### src/cfg_pkg.sv
`default_nettype none

package cfg_pkg;

  ////////////////////////////////////////
  // APB bus
  ////////////////////////////////////////

  typedef struct packed {
    logic        psel;
    logic        penable;
    logic        pwrite;
    logic [7:0]  paddr;
    logic [31:0] pwdata;
  } apb_req_t;

  typedef struct packed {
    logic [31:0] prdata;
    logic        pready;
    logic        pslverr;
  } apb_rsp_t;

  // Register map
  localparam logic [7:0] REG_CTRL   = 8'h00;
  localparam logic [7:0] REG_DLY_X  = 8'h04;
  localparam logic [7:0] REG_DLY_Y  = 8'h08;
  localparam logic [7:0] REG_DLY_Z  = 8'h0C;
  localparam logic [7:0] REG_STATUS = 8'h10;

  // REG_CTRL bit positions
  localparam int CTRL_MRK_BIT = 0;
  localparam int CTRL_STB_BIT = 1;

  // Values after reset
  localparam logic [15:0] RST_DLY_X = 16'd4;
  localparam logic [15:0] RST_DLY_Y = 16'd4;
  localparam logic [15:0] RST_DLY_Z = 16'd2;
  localparam logic [1:0]  RST_CTRL  = 2'b00;

  ////////////////////////////////////////
  // Synchronizer configuration
  ////////////////////////////////////////

  typedef struct packed {
    logic [15:0] delay_x;
    logic [15:0] delay_y;
    logic [15:0] delay_z;
    logic        mrk_userbit;
    logic        stb_userbit;
  } sync_cfg_t;

endpackage : cfg_pkg

`default_nettype wire

### src/link_pkg.sv
`default_nettype none

package link_pkg;

  ////////////////////////////////////////
  // Flit carried on the user channel
  ////////////////////////////////////////

  // Field order matches the LPIF channel, state in the top bits
  typedef struct packed {
    logic [3:0]  state;
    logic [1:0]  protid;
    logic [63:0] data;
    logic        dvalid;
    logic [3:0]  crc;
    logic        crc_valid;
    logic        valid;
  } lpif_flit_t;

  ////////////////////////////////////////
  // PHY word layout
  ////////////////////////////////////////

  // Flit sits at bit 0 upward
  localparam int FLIT_W  = $bits(lpif_flit_t);
  localparam int PHY_W   = 80;
  // Sideband bits above the flit
  localparam int MRK_BIT = 77;
  localparam int STB_BIT = 78;
  localparam int ONL_BIT = 79;

endpackage : link_pkg

`default_nettype wire
### src/lpif_link_master_top.sv
`timescale 1ns/1ps
`default_nettype none

module lpif_link_master_top
  import link_pkg::*;
  import cfg_pkg::*;
#(
  parameter int DELAY_W = 16
) (
  input  logic             clk_wr,
  input  logic             rst_n,
  input  logic             tx_online,
  input  logic             rx_online,
  // User channel
  input  lpif_flit_t       dstrm,
  output lpif_flit_t       ustrm,
  // Single PHY lane
  output logic [PHY_W-1:0] tx_phy0,
  input  logic [PHY_W-1:0] rx_phy0,
  // Register access
  input  apb_req_t         apb_req,
  output apb_rsp_t         apb_rsp
);

  ////////////////////////////////////////
  // Interconnect
  ////////////////////////////////////////

  sync_cfg_t   sync_cfg;
  logic        tx_online_delay;
  logic        rx_online_delay;
  logic        tx_auto_mrk_userbit;
  logic        tx_auto_stb_userbit;
  logic [15:0] rx_flit_count;

  // Config and status
  lpif_apb_regs #(
    .DELAY_W (DELAY_W)
  ) u_regs (
    .clk_wr          (clk_wr),
    .rst_n           (rst_n),
    .apb_req         (apb_req),
    .tx_online_delay (tx_online_delay),
    .rx_online_delay (rx_online_delay),
    .rx_flit_count   (rx_flit_count),
    .apb_rsp         (apb_rsp),
    .sync_cfg        (sync_cfg)
  );

  // Online delays and user bits
  ll_auto_sync #(
    .DELAY_W (DELAY_W)
  ) u_sync (
    .clk_wr              (clk_wr),
    .rst_n               (rst_n),
    .tx_online           (tx_online),
    .rx_online           (rx_online),
    .sync_cfg            (sync_cfg),
    .tx_online_delay     (tx_online_delay),
    .rx_online_delay     (rx_online_delay),
    .tx_auto_mrk_userbit (tx_auto_mrk_userbit),
    .tx_auto_stb_userbit (tx_auto_stb_userbit)
  );

  // Flit to PHY word and back
  lpif_phy_concat u_concat (
    .clk_wr              (clk_wr),
    .rst_n               (rst_n),
    .dstrm               (dstrm),
    .rx_phy0             (rx_phy0),
    .tx_online_delay     (tx_online_delay),
    .rx_online_delay     (rx_online_delay),
    .tx_auto_mrk_userbit (tx_auto_mrk_userbit),
    .tx_auto_stb_userbit (tx_auto_stb_userbit),
    .tx_phy0             (tx_phy0),
    .ustrm               (ustrm),
    .rx_flit_count       (rx_flit_count)
  );

endmodule : lpif_link_master_top

`default_nettype wire

### src/lpif_apb_regs.sv
`timescale 1ns/1ps
`default_nettype none

module lpif_apb_regs
  import cfg_pkg::*;
#(
  parameter int DELAY_W = 16
) (
  input  logic        clk_wr,
  input  logic        rst_n,
  input  apb_req_t    apb_req,
  input  logic        tx_online_delay,
  input  logic        rx_online_delay,
  input  logic [15:0] rx_flit_count,
  output apb_rsp_t    apb_rsp,
  output sync_cfg_t   sync_cfg
);

  // Configuration registers
  logic [DELAY_W-1:0] dly_x_q;
  logic [DELAY_W-1:0] dly_y_q;
  logic [DELAY_W-1:0] dly_z_q;
  logic [1:0]         ctrl_q;

  // Decode
  logic               access;
  logic               addr_hit;
  logic               wr_ro;
  logic               wr_en;
  logic [31:0]        rd_data;

  // Access phase of a transfer
  assign access = apb_req.psel & apb_req.penable;

  ////////////////////////////////////////
  // Address decode and read mux
  ////////////////////////////////////////

  always_comb begin
    addr_hit = 1'b1;
    rd_data  = '0;
    case (apb_req.paddr)
      REG_CTRL:   rd_data = 32'(ctrl_q);
      REG_DLY_X:  rd_data = 32'(dly_x_q);
      REG_DLY_Y:  rd_data = 32'(dly_y_q);
      REG_DLY_Z:  rd_data = 32'(dly_z_q);
      // Count on top, tx flag bit 0, rx flag bit 1
      REG_STATUS: rd_data = {rx_flit_count, 14'h0, rx_online_delay, tx_online_delay};
      default:    addr_hit = 1'b0;
    endcase
  end

  // Status is read only
  assign wr_ro = apb_req.pwrite && (apb_req.paddr == REG_STATUS);
  assign wr_en = access && apb_req.pwrite && addr_hit && !wr_ro;

  ////////////////////////////////////////
  // Register writes
  ////////////////////////////////////////

  always_ff @(posedge clk_wr or negedge rst_n) begin
    if (!rst_n) begin
      dly_x_q <= RST_DLY_X[DELAY_W-1:0];
      dly_y_q <= RST_DLY_Y[DELAY_W-1:0];
      dly_z_q <= RST_DLY_Z[DELAY_W-1:0];
      ctrl_q  <= RST_CTRL;
    end else if (wr_en) begin
      case (apb_req.paddr)
        REG_CTRL:  ctrl_q  <= apb_req.pwdata[1:0];
        REG_DLY_X: dly_x_q <= apb_req.pwdata[DELAY_W-1:0];
        REG_DLY_Y: dly_y_q <= apb_req.pwdata[DELAY_W-1:0];
        REG_DLY_Z: dly_z_q <= apb_req.pwdata[DELAY_W-1:0];
        default:   ;
      endcase
    end
  end

  ////////////////////////////////////////
  // Response
  ////////////////////////////////////////

  // No wait states
  always_comb begin
    apb_rsp.pready  = 1'b1;
    apb_rsp.pslverr = access && (!addr_hit || wr_ro);
    // Zero on failed reads and on writes
    apb_rsp.prdata  = (apb_req.psel && !apb_req.pwrite && addr_hit) ? rd_data : '0;
  end

  // Config to the synchronizer
  always_comb begin
    sync_cfg.delay_x     = 16'(dly_x_q);
    sync_cfg.delay_y     = 16'(dly_y_q);
    sync_cfg.delay_z     = 16'(dly_z_q);
    sync_cfg.mrk_userbit = ctrl_q[CTRL_MRK_BIT];
    sync_cfg.stb_userbit = ctrl_q[CTRL_STB_BIT];
  end

endmodule : lpif_apb_regs

`default_nettype wire

### src/lpif_phy_concat.sv
`timescale 1ns/1ps
`default_nettype none

module lpif_phy_concat
  import link_pkg::*;
(
  input  logic             clk_wr,
  input  logic             rst_n,
  input  lpif_flit_t       dstrm,
  input  logic [PHY_W-1:0] rx_phy0,
  input  logic             tx_online_delay,
  input  logic             rx_online_delay,
  input  logic             tx_auto_mrk_userbit,
  input  logic             tx_auto_stb_userbit,
  output logic [PHY_W-1:0] tx_phy0,
  output lpif_flit_t       ustrm,
  output logic [15:0]      rx_flit_count
);

  // Next outgoing PHY word
  logic [PHY_W-1:0] tx_word;
  // Flit field of the incoming word
  lpif_flit_t       rx_flit;
  // Incoming word is live
  logic             rx_accept;

  ////////////////////////////////////////
  // Tx packing
  ////////////////////////////////////////

  // Word stays all zero until the link is online
  always_comb begin
    tx_word = '0;
    if (tx_online_delay) begin
      tx_word[FLIT_W-1:0] = dstrm;
      tx_word[MRK_BIT]    = tx_auto_mrk_userbit;
      tx_word[STB_BIT]    = tx_auto_stb_userbit;
      // Far end uses this to qualify the word
      tx_word[ONL_BIT]    = tx_online_delay;
    end
  end

  // One register stage toward the lane
  always_ff @(posedge clk_wr or negedge rst_n) begin
    if (!rst_n) begin
      tx_phy0 <= '0;
    end else begin
      tx_phy0 <= tx_word;
    end
  end

  ////////////////////////////////////////
  // Rx unpacking
  ////////////////////////////////////////

  assign rx_flit   = lpif_flit_t'(rx_phy0[FLIT_W-1:0]);
  // Local rx side up and remote marks its word online
  assign rx_accept = rx_online_delay & rx_phy0[ONL_BIT];

  // Marker and strobe bits are sideband only and dropped here
  always_ff @(posedge clk_wr or negedge rst_n) begin
    if (!rst_n) begin
      ustrm <= '0;
    end else if (rx_accept) begin
      ustrm <= rx_flit;
    end else begin
      ustrm <= '0;
    end
  end

  // Valid flits accepted, wraps at 16 bits
  always_ff @(posedge clk_wr or negedge rst_n) begin
    if (!rst_n) begin
      rx_flit_count <= '0;
    end else if (rx_accept && rx_flit.valid) begin
      rx_flit_count <= rx_flit_count + 16'd1;
    end
  end

endmodule : lpif_phy_concat

`default_nettype wire

### src/ll_auto_sync.sv
`timescale 1ns/1ps
`default_nettype none

module ll_auto_sync
  import cfg_pkg::*;
#(
  parameter int DELAY_W = 16
) (
  input  logic      clk_wr,
  input  logic      rst_n,
  input  logic      tx_online,
  input  logic      rx_online,
  input  sync_cfg_t sync_cfg,
  output logic      tx_online_delay,
  output logic      rx_online_delay,
  output logic      tx_auto_mrk_userbit,
  output logic      tx_auto_stb_userbit
);

  // Effective delays, zero treated as one
  logic [DELAY_W-1:0] dly_x_eff;
  logic [DELAY_W-1:0] dly_y_eff;
  logic [DELAY_W-1:0] dly_z_eff;

  // Saturating cycle counters
  logic [DELAY_W-1:0] tx_cnt;
  logic [DELAY_W-1:0] rx_cnt;
  logic [DELAY_W-1:0] usr_cnt;

  // User bits released
  logic               usr_en;

  assign dly_x_eff = (sync_cfg.delay_x[DELAY_W-1:0] == '0) ? DELAY_W'(1)
                                                           : sync_cfg.delay_x[DELAY_W-1:0];
  assign dly_y_eff = (sync_cfg.delay_y[DELAY_W-1:0] == '0) ? DELAY_W'(1)
                                                           : sync_cfg.delay_y[DELAY_W-1:0];
  assign dly_z_eff = (sync_cfg.delay_z[DELAY_W-1:0] == '0) ? DELAY_W'(1)
                                                           : sync_cfg.delay_z[DELAY_W-1:0];

  ////////////////////////////////////////
  // Tx online delay
  ////////////////////////////////////////

  // Counter holds the number of edges already seen with tx_online high
  always_ff @(posedge clk_wr or negedge rst_n) begin
    if (!rst_n) begin
      tx_cnt          <= '0;
      tx_online_delay <= 1'b0;
    end else if (!tx_online) begin
      tx_cnt          <= '0;
      tx_online_delay <= 1'b0;
    end else begin
      if (tx_cnt < dly_x_eff) begin
        tx_cnt <= tx_cnt + 1'b1;
      end
      // Rises on the edge delay_x after the first high sample
      tx_online_delay <= (tx_cnt >= dly_x_eff);
    end
  end

  ////////////////////////////////////////
  // Rx online delay
  ////////////////////////////////////////

  always_ff @(posedge clk_wr or negedge rst_n) begin
    if (!rst_n) begin
      rx_cnt          <= '0;
      rx_online_delay <= 1'b0;
    end else if (!rx_online) begin
      rx_cnt          <= '0;
      rx_online_delay <= 1'b0;
    end else begin
      if (rx_cnt < dly_y_eff) begin
        rx_cnt <= rx_cnt + 1'b1;
      end
      rx_online_delay <= (rx_cnt >= dly_y_eff);
    end
  end

  ////////////////////////////////////////
  // User bit enable
  ////////////////////////////////////////

  // Starts counting the edge after tx_online_delay rises
  // Raw tx_online in the clear term so a drop kills the bits at once
  always_ff @(posedge clk_wr or negedge rst_n) begin
    if (!rst_n) begin
      usr_cnt <= '0;
      usr_en  <= 1'b0;
    end else if (!tx_online || !tx_online_delay) begin
      usr_cnt <= '0;
      usr_en  <= 1'b0;
    end else begin
      if (usr_cnt < dly_z_eff) begin
        usr_cnt <= usr_cnt + 1'b1;
      end
      // Count already one behind, compare against delay_z minus one
      usr_en <= (usr_cnt >= dly_z_eff - 1'b1);
    end
  end

  // Control bits pass straight through once enabled
  assign tx_auto_mrk_userbit = usr_en & sync_cfg.mrk_userbit;
  assign tx_auto_stb_userbit = usr_en & sync_cfg.stb_userbit;

endmodule : ll_auto_sync

`default_nettype wire

### config.mk
export PLATFORM = sky130hd
export DESIGN_NAME = lpif_link_master_top
export DESIGN_NICKNAME = d
export VERILOG_FILES = /design/src/cfg_pkg.sv /design/src/link_pkg.sv /design/src/lpif_link_master_top.sv /design/src/lpif_apb_regs.sv /design/src/lpif_phy_concat.sv /design/src/ll_auto_sync.sv
export SDC_FILE = /design/constraint.sdc
export NUM_CORES = 1
export LEC_CHECK = 0
export CORE_AREA = 2 2 152 154
export DETAILED_ROUTE_END_ITERATION = 7
export DIE_AREA = 0 0 154 156
export DONT_BUFFER_PORTS = 1
export PLACE_DENSITY = 0.72
export SKIP_CTS_REPAIR_TIMING = 1
export SYNTH_ARGS = -nofsm -noshare
export SYNTH_HDL_FRONTEND = slang
export SYNTH_SLANG_ARGS = --single-unit
### constraint.sdc
create_clock -name clk_wr -period 4.95 [get_ports clk_wr]
set_clock_uncertainty 0.2 [all_clocks]
set_input_delay 0.99 -clock clk_wr [delete_from_list [all_inputs] [get_ports clk_wr]]
set_output_delay 0.99 -clock clk_wr [all_outputs]
set_load 0.05 [all_outputs]
==> Word-level counts from Yosys, hierarchy flattened <==
Cells that the tools add are included.
{ "totals": {"register_bits": 274, "in_bits": 204, "output_inout_bits": 191, "elab_cells": 82} }
{ "op_classes": {"addsub": 5, "order_cmp": 6, "eq_ne": 6, "n_mux": 17, "bitwise": 4, "n_reduce_logical": 25} }
{ "op_table": {"columns": ["op", "n"], "rows": [
  ["32-bit case mux with 5 select lines", 1],
  ["16-bit 2-to-1 mux", 9],
  ["80-bit 2-to-1 mux", 1],
  ["77-bit 2-to-1 mux", 1],
  ["16-bit by 1-bit adder with 16-bit output (second input constant)", 4],
  ["16-bit >= comparator", 3],
  ["16-bit logical NOT", 3],
  ["16-bit < comparator", 3],
  ["32-bit 2-to-1 mux", 1],
  ["8-bit by 4-bit equality test with 1-bit output (second input constant)", 2],
  ["16-bit by 1-bit subtractor with 16-bit output (second input constant)", 1],
  ["8-bit by 3-bit equality test with 1-bit output (second input constant)", 1],
  ["8-bit by 5-bit equality test with 1-bit output (second input constant)", 1],
  ["1-bit logical AND", 8],
  ["8-bit logical NOT", 1],
  ["2-bit AND reduction", 4],
  ["1-bit logical NOT", 5],
  ["5-bit OR reduction", 1],
  ["1-bit bitwise AND", 4],
  ["1-bit 2-to-1 mux", 4],
  ["2-bit by 1-bit != test with 1-bit output (second input constant)", 2],
  ["1-bit logical OR", 2],
  ["2-bit nonzero test", 1]
]} }

==> Longest topological paths before layout <==
Gate-level depths: netlist (run 1).
{ "logic_depth": {"ltp_word": 6, "ltp_mapped": 16, "ltp_nobuf": 16} }

==> Hierarchy <==
From an unflattened synthesis (run 1), not the netlist that was laid out.
{ "unflattened": {"hier_cells": 1144, "hier_area_um2": 12863.6} }
{ "by_module_without_submodules": {"columns": ["mod", "n_inst", "cells_each", "area_each_um2", "seq_area_each_um2"], "rows": [
  ["lpif_phy_concat", 1, 396, 5715.5, 4329.2],
  ["ll_auto_sync", 1, 540, 4489.3, 1276.2],
  ["lpif_apb_regs", 1, 208, 2658.8, 1255.0]
]} }

==> Worst setup path after synthesis (run 1) <==
Ideal clock, no wire load.
{ "synth_timing": {"path_type": "in2out", "from": "input apb_req[34] in the netlist's numbering", "to": "output apb_rsp[2] in the netlist's numbering", "arrival_time_ns": 2.780, "required_time_ns": 3.760, "path_slack_ns": 0.980, "stages": 6, "n_path_buf": 3, "cell_sequence": "clkbuf_1 > nor2b_1 > clkbuf_1 > clkbuf_1 > nand3_1 > a21oi_1"} }
{ "synth_lines": {"columns": ["element", "line", "rtl"], "rows": [
  ["from (decl)", "lpif_link_master_top.sv:21", "input apb_req_t apb_req,"],
  ["to (decl)", "lpif_link_master_top.sv:22", "output apb_rsp_t apb_rsp"]
]} }

==> Worst setup path in the final report (run 1) <==
{ "layout_timing": {"from": "register u_regs.dly_z_q[10]", "to": "register u_sync.usr_en"} }
{ "layout_via": {"elab_chain_len": 5} }
{ "layout_lines": {"columns": ["element", "line", "rtl"], "rows": [
  ["from (decl)", "lpif_apb_regs.sv:22", "logic [DELAY_W-1:0] dly_z_q;"],
  ["from (signal assigned)", "lpif_apb_regs.sv:65", "dly_z_q <= RST_DLY_Z[DELAY_W-1:0];"],
  ["from (signal assigned)", "lpif_apb_regs.sv:72", "REG_DLY_Z: dly_z_q <= apb_req.pwdata[DELAY_W-1:0];"],
  ["16-bit logical NOT", "ll_auto_sync.sv:37", "assign dly_z_eff = (sync_cfg.delay_z[DELAY_W-1:0] == '0) ? DELAY_W'(1)"],
  ["16-bit 2-to-1 mux (*)", "ll_auto_sync.sv:37", null],
  ["16-bit by 1-bit subtractor with 16-bit output (*)", "ll_auto_sync.sv:98", "usr_en <= (usr_cnt >= dly_z_eff - 1'b1);"],
  ["16-bit >= comparator (*)", "ll_auto_sync.sv:98", null],
  ["1-bit 2-to-1 mux (*)", "ll_auto_sync.sv:90", "end else if (!tx_online || !tx_online_delay) begin"],
  ["to (signal assigned)", "ll_auto_sync.sv:98", null],
  ["to (decl)", "ll_auto_sync.sv:31", "logic usr_en;"]
]} }
Mark *: on every way between the ends. The rest lies on a longest branch, timed or not.
A chain may end at the register's enable or synchronous reset.

==> run metrics, run 1 <==
HPWL after DPL=around 27000 um; post-layout min period=4.263 ns; DRC Markers=0; failing checks=hold timing; Core Box Area=between 20000 and 25000 um^2; Initial Utilization=a little under three fifths; crit path cell chain=or4_1, nor4b_1, nand4_1, nor3_1, nor2_1, ha_1, and3_1, nand2_1, nor2_1, xnor2_1, ha_1, a21o_1, a21o_1, a21oi_1, nand2_1, o21a_1; met2 WL post-DR=between 15000 and 20000 um; slowest cell delay on critical path=0.58 ns; CP endpoint kind=flop; Post-Syn Nets=approximately 1400; first-pass GRT wire length=about 54000 um; Highest Clock Rate=234.6 MHz; Chip Height=156 um; Slew @ Worst Pin=0.9554 ns; endpoints failing setup=0; Non-Filler Instances=approximately 1500; total grt overflow=0; count of flip-flops with a built-in enable after synthesis=0; synthesized instance count=around 1100; Pleak=0.006692 uW; fraction of layout cells with a size suffix above 1=between 10% and 20%; initial antenna violation count=14; Max-Cap Viols=0; DR top layer=met5; vias in the first global route=roughly 8800; GPL Wtd Cong=0.9133; critical path required time=5.17 ns; PwrDens=~460 nW/um^2; slowest stage cell on the critical path=or4_1; Vias/cell=6.106; Hold WC Path Type=input pin to asynchronous set/reset pin; root buf cell=clkbuf_16; Cell Rows=between 50 and 60; final hold vios=just under 80; DIE AREA=~24000 um^2; Worst R2R Setup Slack=around 0.69 ns; Crit Reg-Reg Endpoint=u_sync.usr_en; prevailing post-synth register cell=dfrtp_1; WL met1=about 14000 um; area grow syn2layout=10.18%; syn avg cell area=between 10 and 15 um^2; GRT Total Usage=between 30% and 40%; met3 WL=approximately 3800 um; Setup TNS=0 ns; clock-pin slew on the worst setup and hold paths=0.06 ns; largest area contributor in the netlist=dfrtp_1; Post-Syn Area=around 13000 um^2; Die X=154 um; main area contributors after synthesis=dfrtp_1, ha_1, mux2_2; Yosys top cell area share=about 54%; average routed wire per standard cell=between 20 and 25 um; yosys warns=0; clk sinks=274; Async SR Flop Fraction=100.0%; Seq/Total Area, Yosys=~55%; CTS tree=built; Post-DRT Antenna Nets=0; Crit path arrival time=4.49 ns; RR Startpoint=u_regs.dly_z_q[10]; Post-Layout Inst Area=13830 um^2; Detailed Routing Iterations Pass 1=5; worst-path maximum fanout=6; FF+latch count, synth=about 270; WHS=-0.04662 ns; RSZ-0062 raised after global routing=no; largest net degree at the start of global routing=275; outcome=finished, violations left; FF-to-FF path depth=16; Vias=between 8000 and 9000; Routed Wire Length=between 30000 and 40000 um; DP Area=about 13000 um^2; drt initial violations=about 580; Filler Cells Inserted=approximately 1800; period utilization=86.11%; critical path type=flop to flop; max_slew headroom=a little over a third; Cells after DPL=1403; Layout Nets=about 1400; Ports=between 300 and 400; Num CTS Buffers=28; maximum clock path buffer count=3; input/output buffers=0; crit path launch type=flop; total number of H-tree levels=1; Pins Over Slew Limit=0; Clk Latency, worst-skew pair=~0.54 ns; peak supply drop=about 360 uV; post-synth cell types=52
## critical path: cells and delay by family (launching register included)
kind / cells / cell delay, ns
flip-flops: 1 / 0.45
XOR/XNOR: 1 / 0.14
AO/OA/AOI/OAI: 4 / 0.72
adder cells (fa/ha/maj): 2 / 0.43
AND/OR/NAND/NOR: 9 / 2.21
## power by group
group	switching (uW)	internal, uW	leakage (uW)
sequential	1010	2490	0.00374
clock	853	1280	0.000447
combinational	456	276	0.00251
total	2320	4040	0.00669
## metrics by stage
step,util [%],power [uW],setup slack (ns),hold WS (ns)
floorplan,-,4008,0.9803,0.1519
global placement,57.59,4230,0.8353,0.2579
detailed placement,57.59,4256,0.7871,0.2746
CTS,61.72,6394,0.7568,-0.07309
global route,61.76,6598,0.4108,-0.08056
finish,61.83,6361,0.6873,-0.04662
## cells by family after synthesis
group | share of synthesized area (%)
buffers and inverters | 3.340
multiplexers | 5.403
AND/OR/NAND/NOR | 19.65
other | 0.02988
adder cells (fa/ha/maj) | 6.879
flip-flops | 54.66
XOR/XNOR | 2.512
AO/OA/AOI/OAI | 7.527
## state kept, by name (all words and copies together), names as in the netlist
register,cells
u_concat.rx_flit_count,16
u_concat.tx_phy0,80
u_concat.ustrm,77
u_regs.ctrl_q,2
u_regs.dly_x_q,16
u_regs.dly_y_q,16
u_regs.dly_z_q,16
u_sync.rx_cnt,16
u_sync.rx_online_delay,1
u_sync.tx_cnt,16
u_sync.tx_online_delay,1
u_sync.usr_cnt,16
u_sync.usr_en,1
## area by class of cell
cell class                 instances  area [um^2]  share of cell area [%]
inverter                          56        210.2                   1.520
multi-input combinational        764         5271                   38.12
sequential                       274         6863                   49.63
timing repair buffer              24        180.2                   1.303
antenna                           10        25.02                  0.1810
clock buffer                      42        814.5                   5.890
clock inverter                     6        107.6                  0.7781
tap                              285        356.6                   2.579
## cell usage after synthesis (3+ instances only)
library cell and count:
nor4_1 19, inv_1 56, or4_1 17, nor2b_1 5, and4_1 3, and3_1 91
a21oi_1 60, nand2_1 70, a21o_1 4, or3_1 13, nand4_1 27, mux2_2 54
ha_1 69, dfstp_2 3, and2_1 95, xnor2_1 31, o31ai_1 15, nor2_1 49
mux2i_1 7, dfrtp_1 271, nor3_1 11, nand3_1 29, a22oi_1 14, o21a_1 4
nand2b_1 8, o211ai_1 4, o21ai_0 36, clkbuf_1 48, xor2_1 5
## metal layers
metal,GRT usage [%],vias up
li1,-,4032
met1,37.40,4437
met2,48.75,381
met3,11.42,69
met4,10.46,2
met5,0,-
## layout by cell type (no fill, tap or decap), types with 5 or more instances in the layout
cell type	n
a21oi_1	60
a22oi_1	14
and2_1	95
and3_1	91
buf_4	24
clkbuf_1	9
clkbuf_16	29
dfrtp_1	269
diode_2	10
ha_1	69
inv_1	56
mux2_2	54
mux2i_1	7
nand2_1	70
nand2b_1	8
nand3_1	29
nand4_1	27
nor2_1	49
nor2b_1	5
nor3_1	11
nor4_1	19
o21ai_0	36
o31ai_1	15
or3_1	13
or4_1	17
xnor2_1	31
xor2_1	5
## worst max-delay path by stage
stage / start / to / depth (start not counted)
3_5_place_dp: u_regs.dly_z_q[10] / u_sync.usr_en / 16
2_1_floorplan: apb_req[34] / apb_rsp[2] / 6
4_1_cts: u_regs.dly_z_q[10] / u_sync.usr_en / 16
3_3_place_gp: u_regs.dly_z_q[10] / u_sync.usr_en / 16
6_report: u_regs.dly_z_q[10] / u_sync.usr_en / 16
5_1_grt: u_regs.dly_z_q[10] / u_sync.usr_en / 14
No activity file was read; power rests on OpenSTA's default activity.
==> inputs of run 2 (changes only) <==
--- a/config.mk
+++ b/config.mk
@@ -10,7 +10,9 @@
 export DIE_AREA = 0 0 154 156
 export DONT_BUFFER_PORTS = 1
 export PLACE_DENSITY = 0.72
+export REMOVE_ABC_BUFFERS = 1
 export SKIP_CTS_REPAIR_TIMING = 1
+export SLEW_MARGIN = 5
 export SYNTH_ARGS = -nofsm -noshare
 export SYNTH_HDL_FRONTEND = slang
 export SYNTH_SLANG_ARGS = --single-unit
==> run 2 against run 1 <==
The run still ends with hold timing left; critical path depth decreased by 3; wire length decreased by 6.4%; via count decreased by 2.1%; global-route usage decreased by 2.4 points; clock-buffer cell count decreased by 4; core utilization increased by 0.63 points; first-iteration DRC count decreased by 4.3%; hold slack got worse by 0.033 ns; critical path type unchanged; largest cell class unchanged; largest power group unchanged; highest routed layer unchanged.
==> run metrics, run 2 (same netlist as run 1, synthesis figures left out) <==
most frequent cells in the layout=dfrtp_1, and2_1, and3_1, nand2_1, ha_1; post-layout min period=4.392 ns (+0.1295 ns); total number of H-tree levels=1 (unchanged); fraction of layout cells with a size suffix above 1=11.69% (+0.88 points); Routed Wire Length=34010 um (-6.4%); HPWL after DPL=25480 um (-4.8%); GRT Total Usage=27.75% (-2.4 points); Vias/cell=5.967 (-2.3%); DIE AREA=24020 um^2 (unchanged); Ports=395 (unchanged); Max-Cap Viols=0 (unchanged); CTS tree=built; initial antenna violation count=9 (-5); Clock Power Share=36.4% (+2.8 points); Clk Latency, worst-skew pair=0.57 ns (+0.03 ns); P_sw=2373 uW (+2.4%); clk sinks=274 (unchanged); part of the power in registers=52.7% (-2.2 points); PwrDens=472.7 nW/um^2 (+2.8%); most common cell after layout, fill and taps aside=dfrtp_1; Pint=4231 uW (+4.6%); maximum clock path buffer count=3 (unchanged); post-placement setup slack=0.6476 ns (-0.1395 ns); Chip Height=156 um (unchanged); crit path cell chain=or4_1, nor4b_1, nand4_1, nor3_1, nor2_1, inv_1, ha_1, nor2b_1, o211ai_1, a2111o_1, nand3_1, or4_1, a21oi_1; max_slew headroom=45.15% (+9.0 points); outcome=finished, violations left; slowest stage cell on the critical path=or4_1; Pleak=0.006773 uW (+1.2%); GPL Wtd Cong=0.8523 (-6.7%); total grt overflow=0 (unchanged); largest register by flop count=u_concat.tx_phy0; RSZ-0062 raised after global routing=no; final worst-path setup slack=0.5578 ns (-0.1295 ns); delay-heaviest family, CP=simple AND/OR/NAND/NOR gates; RR Startpoint=u_regs.dly_z_q[10]; top flop regs=u_concat.tx_phy0 (80), u_concat.ustrm (77); worst-path maximum fanout=22 (+16); clock-pin slew on the worst setup and hold paths=0.06 ns (about the same); Post-DRT Antenna Nets=0 (unchanged); Vias=8735 (-2.1%); total power=6603 uW (+3.8%); CP endpoint kind=flop; Largest register FFs=80 (unchanged); largest net degree at the start of global routing=275 (unchanged); critical path depth in cells=13 (-3); Cell Rows=55 (unchanged); CP Buf/Inv Count=1 (+1); vias in the first global route=8496 (-3.1%); Pins Over Slew Limit=0 (unchanged); final hold vios=31 (-60%); fin util=62.46% (+0.63 points); endpoints failing setup=0 (unchanged); slowest cell delay on critical path=0.68 ns (+0.10 ns); Crit path arrival time=4.66 ns (+0.17 ns); FF-to-FF path depth=13 (-3); drt initial violations=551 (-4.3%); Setup TNS=0 ns (unchanged); Hold WC Path Type=input pin to asynchronous set/reset pin; Detailed Routing Iterations Pass 1=5 (unchanged); first-pass GRT wire length=51200 um (-5.6%); Num CTS Buffers=29 (+3.6%); input/output buffers=0 (unchanged); most used cell, CP=or4_1; root buf cell=clkbuf_16; Core Box Area=22370 um^2 (unchanged); Slew @ Worst Pin=0.8204 ns (-0.1350 ns); area grow syn2layout=11.30%; crit path launch=u_regs.dly_z_q[10]; peak supply drop=365.5 uV (+2.7%); combinational share of power=10.9% (-0.6 points); average routed wire per standard cell=23.23 um (-6.6%); Layout Nets=1422 (+0.070%); Highest Clock Rate=227.7 MHz (-2.9%); WHS=-0.07938 ns (-0.03276 ns); critical path type=flop to flop; Die X=154 um (unchanged); Initial Utilization=56.12% (unchanged); crit path launch type=flop; DRC Markers=0 (unchanged); failing checks=hold timing; critical path required time=5.21 ns (+0.04 ns); period utilization=88.73% (+2.6 points); Switching Share=35.93% (-0.50 points)
## run 2: final timing paths
check / to / slack, ns
max: u_sync.usr_cnt[5] / 0.56
min: u_sync.rx_cnt[5] / -0.08
max reg2reg: u_sync.usr_cnt[5] / 0.56
min reg2reg: u_concat.rx_flit_count[15] / 0.29
max in group asynchronous: u_sync.rx_online_delay / 3.94
min in group clk_wr: u_concat.rx_flit_count[15] / 0.29
## run 2: metal layers
| layer | global-route usage (%) | wire, um | vias up |
|---|---|---|---|
| met3 | 8.333 | 2755 | 58 |
| met5 | 0 | 39 | - |
| met2 | 44.35 | 16240 | 323 |
| li1 | - | - | 4034 |
| met4 | 8.144 | 921 | 6 |
| met1 | 37.00 | 14050 | 4314 |
## run 2: cell type report
class | instances | area, um^2
clock buffer | 38 | 809.5
inverter | 56 | 210.2
multi-input combinational | 764 | 5271
timing repair buffer | 24 | 180.2
fill | 1747 | 8396
clock inverter | 16 | 261.5
antenna | 7 | 17.52
tap | 285 | 356.6
sequential | 274 | 6863
## run 2: metrics by stage
step	std cells	cell area (um^2)	hold WS (ns)
finish	1464	13970	-0.07938
floorplan	1094	12340	0.2376
global placement	1403	12880	0.2581
CTS	1457	13950	-0.09447
detailed placement	1403	12880	0.2723
global route	1459	13960	-0.09333
## run 2: power by group through the flow
stage	Combinational [uW]	Sequential, uW	Clock [uW]
floorplan	469	3470	0
global placement	697	3530	0
detailed placement	719	3530	0
CTS	722	3490	2430
global route	816	3490	2540
finish	722	3480	2400
==> inputs of run 3 (changes only) <==
--- a/config.mk
+++ b/config.mk
@@ -6,10 +6,11 @@
 export NUM_CORES = 1
 export LEC_CHECK = 0
 export CORE_AREA = 2 2 152 154
+export CTS_BUF_LIST = sky130_fd_sc_hd__clkbuf_16
 export DETAILED_ROUTE_END_ITERATION = 7
 export DIE_AREA = 0 0 154 156
 export DONT_BUFFER_PORTS = 1
-export PLACE_DENSITY = 0.72
+export PLACE_DENSITY = 0.78
 export REMOVE_ABC_BUFFERS = 1
 export SKIP_CTS_REPAIR_TIMING = 1
 export SLEW_MARGIN = 5
==> run 3 against run 2 <==
The flow still finishes with violations (hold timing); hold slack better by 0.028 ns; maximum frequency shrank 0.72%; sequential power about the same; sequential cell count unchanged; design area fell by 1.1%; total power down 4.2%; combinational power is 1% higher; via count increased by 0.78%; non-clock buffer count is the same; critical path depth stayed put; register-to-register slack got worse by 0.03 ns; highest routed layer unchanged.
==> run metrics, run 3 (same netlist as run 1, synthesis figures left out) <==
outcome=finished, violations left; failing checks=hold timing; RSZ-0062 raised after global routing=no; post-layout min period=4.424 ns (+0.03197 ns); clock-pin slew on the worst setup and hold paths=0.06 ns (about the same); root buf cell=clkbuf_16; Crit Reg-Reg Endpoint=u_sync.usr_cnt[10]; critical path required time=5.20 ns (about the same); average routed wire per standard cell=24.13 um (+3.9%); top flop regs=u_concat.tx_phy0 (80), u_concat.ustrm (77); Non-Filler Instances=1462 (-0.14%); crit path launch type=flop; RR Startpoint=u_regs.dly_z_q[10]; Vias/cell=6.021 (+0.92%); Highest Clock Rate=226.0 MHz (-0.72%); HPWL after DPL=26410 um (+3.7%); crit path cell chain=or4_1, nor4b_1, nand4_1, nor3_1, nor2_1, inv_1, ha_1, nor2b_1, o211ai_1, a2111o_1, nand3_1, or4_1, a21oi_1; critical path type=flop to flop; CP endpoint kind=flop; total number of H-tree levels=1 (unchanged); largest net degree at the start of global routing=275 (unchanged); DRC Markers=0 (unchanged); total grt overflow=0 (unchanged); endpoints failing setup=0 (unchanged); Hold WC Path Type=input pin to asynchronous set/reset pin; Initial Utilization=56.12% (unchanged); fraction of layout cells with a size suffix above 1=10.68% (-1.0 points); first-pass GRT wire length=52940 um (+3.4%); WHS=-0.05183 ns (+0.02755 ns); Max-Cap Viols=0 (unchanged); max_slew headroom=50.35% (+5.2 points); Layout Nets=1421 (-0.070%); Pleak=0.006714 uW (-0.87%); Pins Over Slew Limit=0 (unchanged); post-placement setup slack=0.5945 ns (-0.05310 ns); slowest cell delay on critical path=0.68 ns (about the same); most frequent cells in the layout=dfrtp_1, and2_1, and3_1, nand2_1, ha_1; most used cell, CP=or4_1; GPL Wtd Cong=0.8903 (+4.5%); Cells after DPL=1403 (unchanged); Vias=8803 (+0.78%); Core Box Area=22370 um^2 (unchanged); vias in the first global route=8813 (+3.7%); Die X=154 um (unchanged); Clk Latency, worst-skew pair=0.55 ns (-0.02 ns); Cell Rows=55 (unchanged); final worst-path setup slack=0.5258 ns (-0.03197 ns); Setup TNS=0 ns (unchanged); Slew @ Worst Pin=0.7453 ns (-0.07512 ns); crit path launch=u_regs.dly_z_q[10]; Detailed Routing Iterations Pass 1=5 (unchanged); Crit path arrival time=4.67 ns (about the same); worst-path maximum fanout=22 (unchanged); drt initial violations=512 (-7.1%); Chip Height=156 um (unchanged); input/output buffers=0 (unchanged); maximum clock path buffer count=3 (unchanged); initial antenna violation count=7 (-2); total power=6326 uW (-4.2%); Routed Wire Length=35280 um (+3.7%); clk sinks=274 (unchanged); DIE AREA=24020 um^2 (unchanged); FF-to-FF path depth=13 (unchanged); period utilization=89.38% (+0.65 points); Post-DRT Antenna Nets=0 (unchanged); Critical Path Sink=u_sync.usr_cnt[10]; peak supply drop=370.9 uV (+1.5%); Ports=395 (unchanged); slowest stage cell on the critical path=or4_1; Filler Cells Inserted=1745 (-0.11%); most common cell after layout, fill and taps aside=dfrtp_1; CTS tree=built; GRT Total Usage=28.85% (+1.1 points); final hold vios=46 (+48%); PwrDens=458.1 nW/um^2 (-3.1%); area grow syn2layout=10.04%; largest register by flop count=u_concat.tx_phy0; Num CTS Buffers=28 (-3.4%); Worst R2R Setup Slack=0.53 ns (-0.03 ns); Largest register FFs=80 (unchanged)
run 3: worst max-delay path, delay by kind of cell, from the launching register on:
| kind | cells | cell delay, ns |
|---|---|---|
| simple gates | 8 | 2.91 |
| compound gates | 3 | 0.54 |
| flops | 1 | 0.45 |
| fa+ha+maj | 1 | 0.14 |
| buf+inv | 1 | 0.08 |
run 3: metrics by stage:
step	instance area, um^2	util, %	hold slack, ns
after floorplan	12340	-	0.2376
after global routing	13800	61.70	-0.06472
after CTS	13790	61.67	-0.06999
after global placement	12880	57.59	0.2546
after detailed placement	12880	57.59	0.2851
final	13810	61.75	-0.05183
run 3: power breakdown:
group	internal, uW	switching (uW)
clock network	1210	886
logic	272	458
registers	2490	1010
run 3: worst min path at each step:
stage,start,endpoint,slack [ns],cells past startpoint
3_3_place_gp,u_concat.rx_flit_count[15],u_concat.rx_flit_count[15],0.25,1
5_1_grt,rst_n,u_concat.ustrm[14],-0.06,0
2_1_floorplan,u_concat.rx_flit_count[15],u_concat.rx_flit_count[15],0.24,1
3_5_place_dp,u_concat.rx_flit_count[14],u_concat.rx_flit_count[14],0.29,1
6_report,rst_n,u_concat.ustrm[12],-0.05,0
4_1_cts,rst_n,u_concat.ustrm[12],-0.07,0
run 3: area by class of cell:
type	instances	area [um^2]	area share, %
diodes	7	17.52	0.1268
multi-input cells	764	5271	38.17
inverters	56	210.2	1.522
clock inverters	23	186.4	1.350
flip-flops and latches	274	6863	49.69
repair buffers	24	180.2	1.305
clock buffers	29	725.7	5.255
well taps	285	356.6	2.582
run 3: routing by layer:
| layer | vias to the layer above | global-route usage (%) | routed length [um] |
|---|---|---|---|
| li1 | 4036 | - | - |
| met1 | 4356 | 38.71 | 14310 |
| met3 | 64 | 8.111 | 3135 |
| met2 | 341 | 46.59 | 16840 |
| met5 | - | 0 | 34 |
| met4 | 6 | 7.788 | 964 |
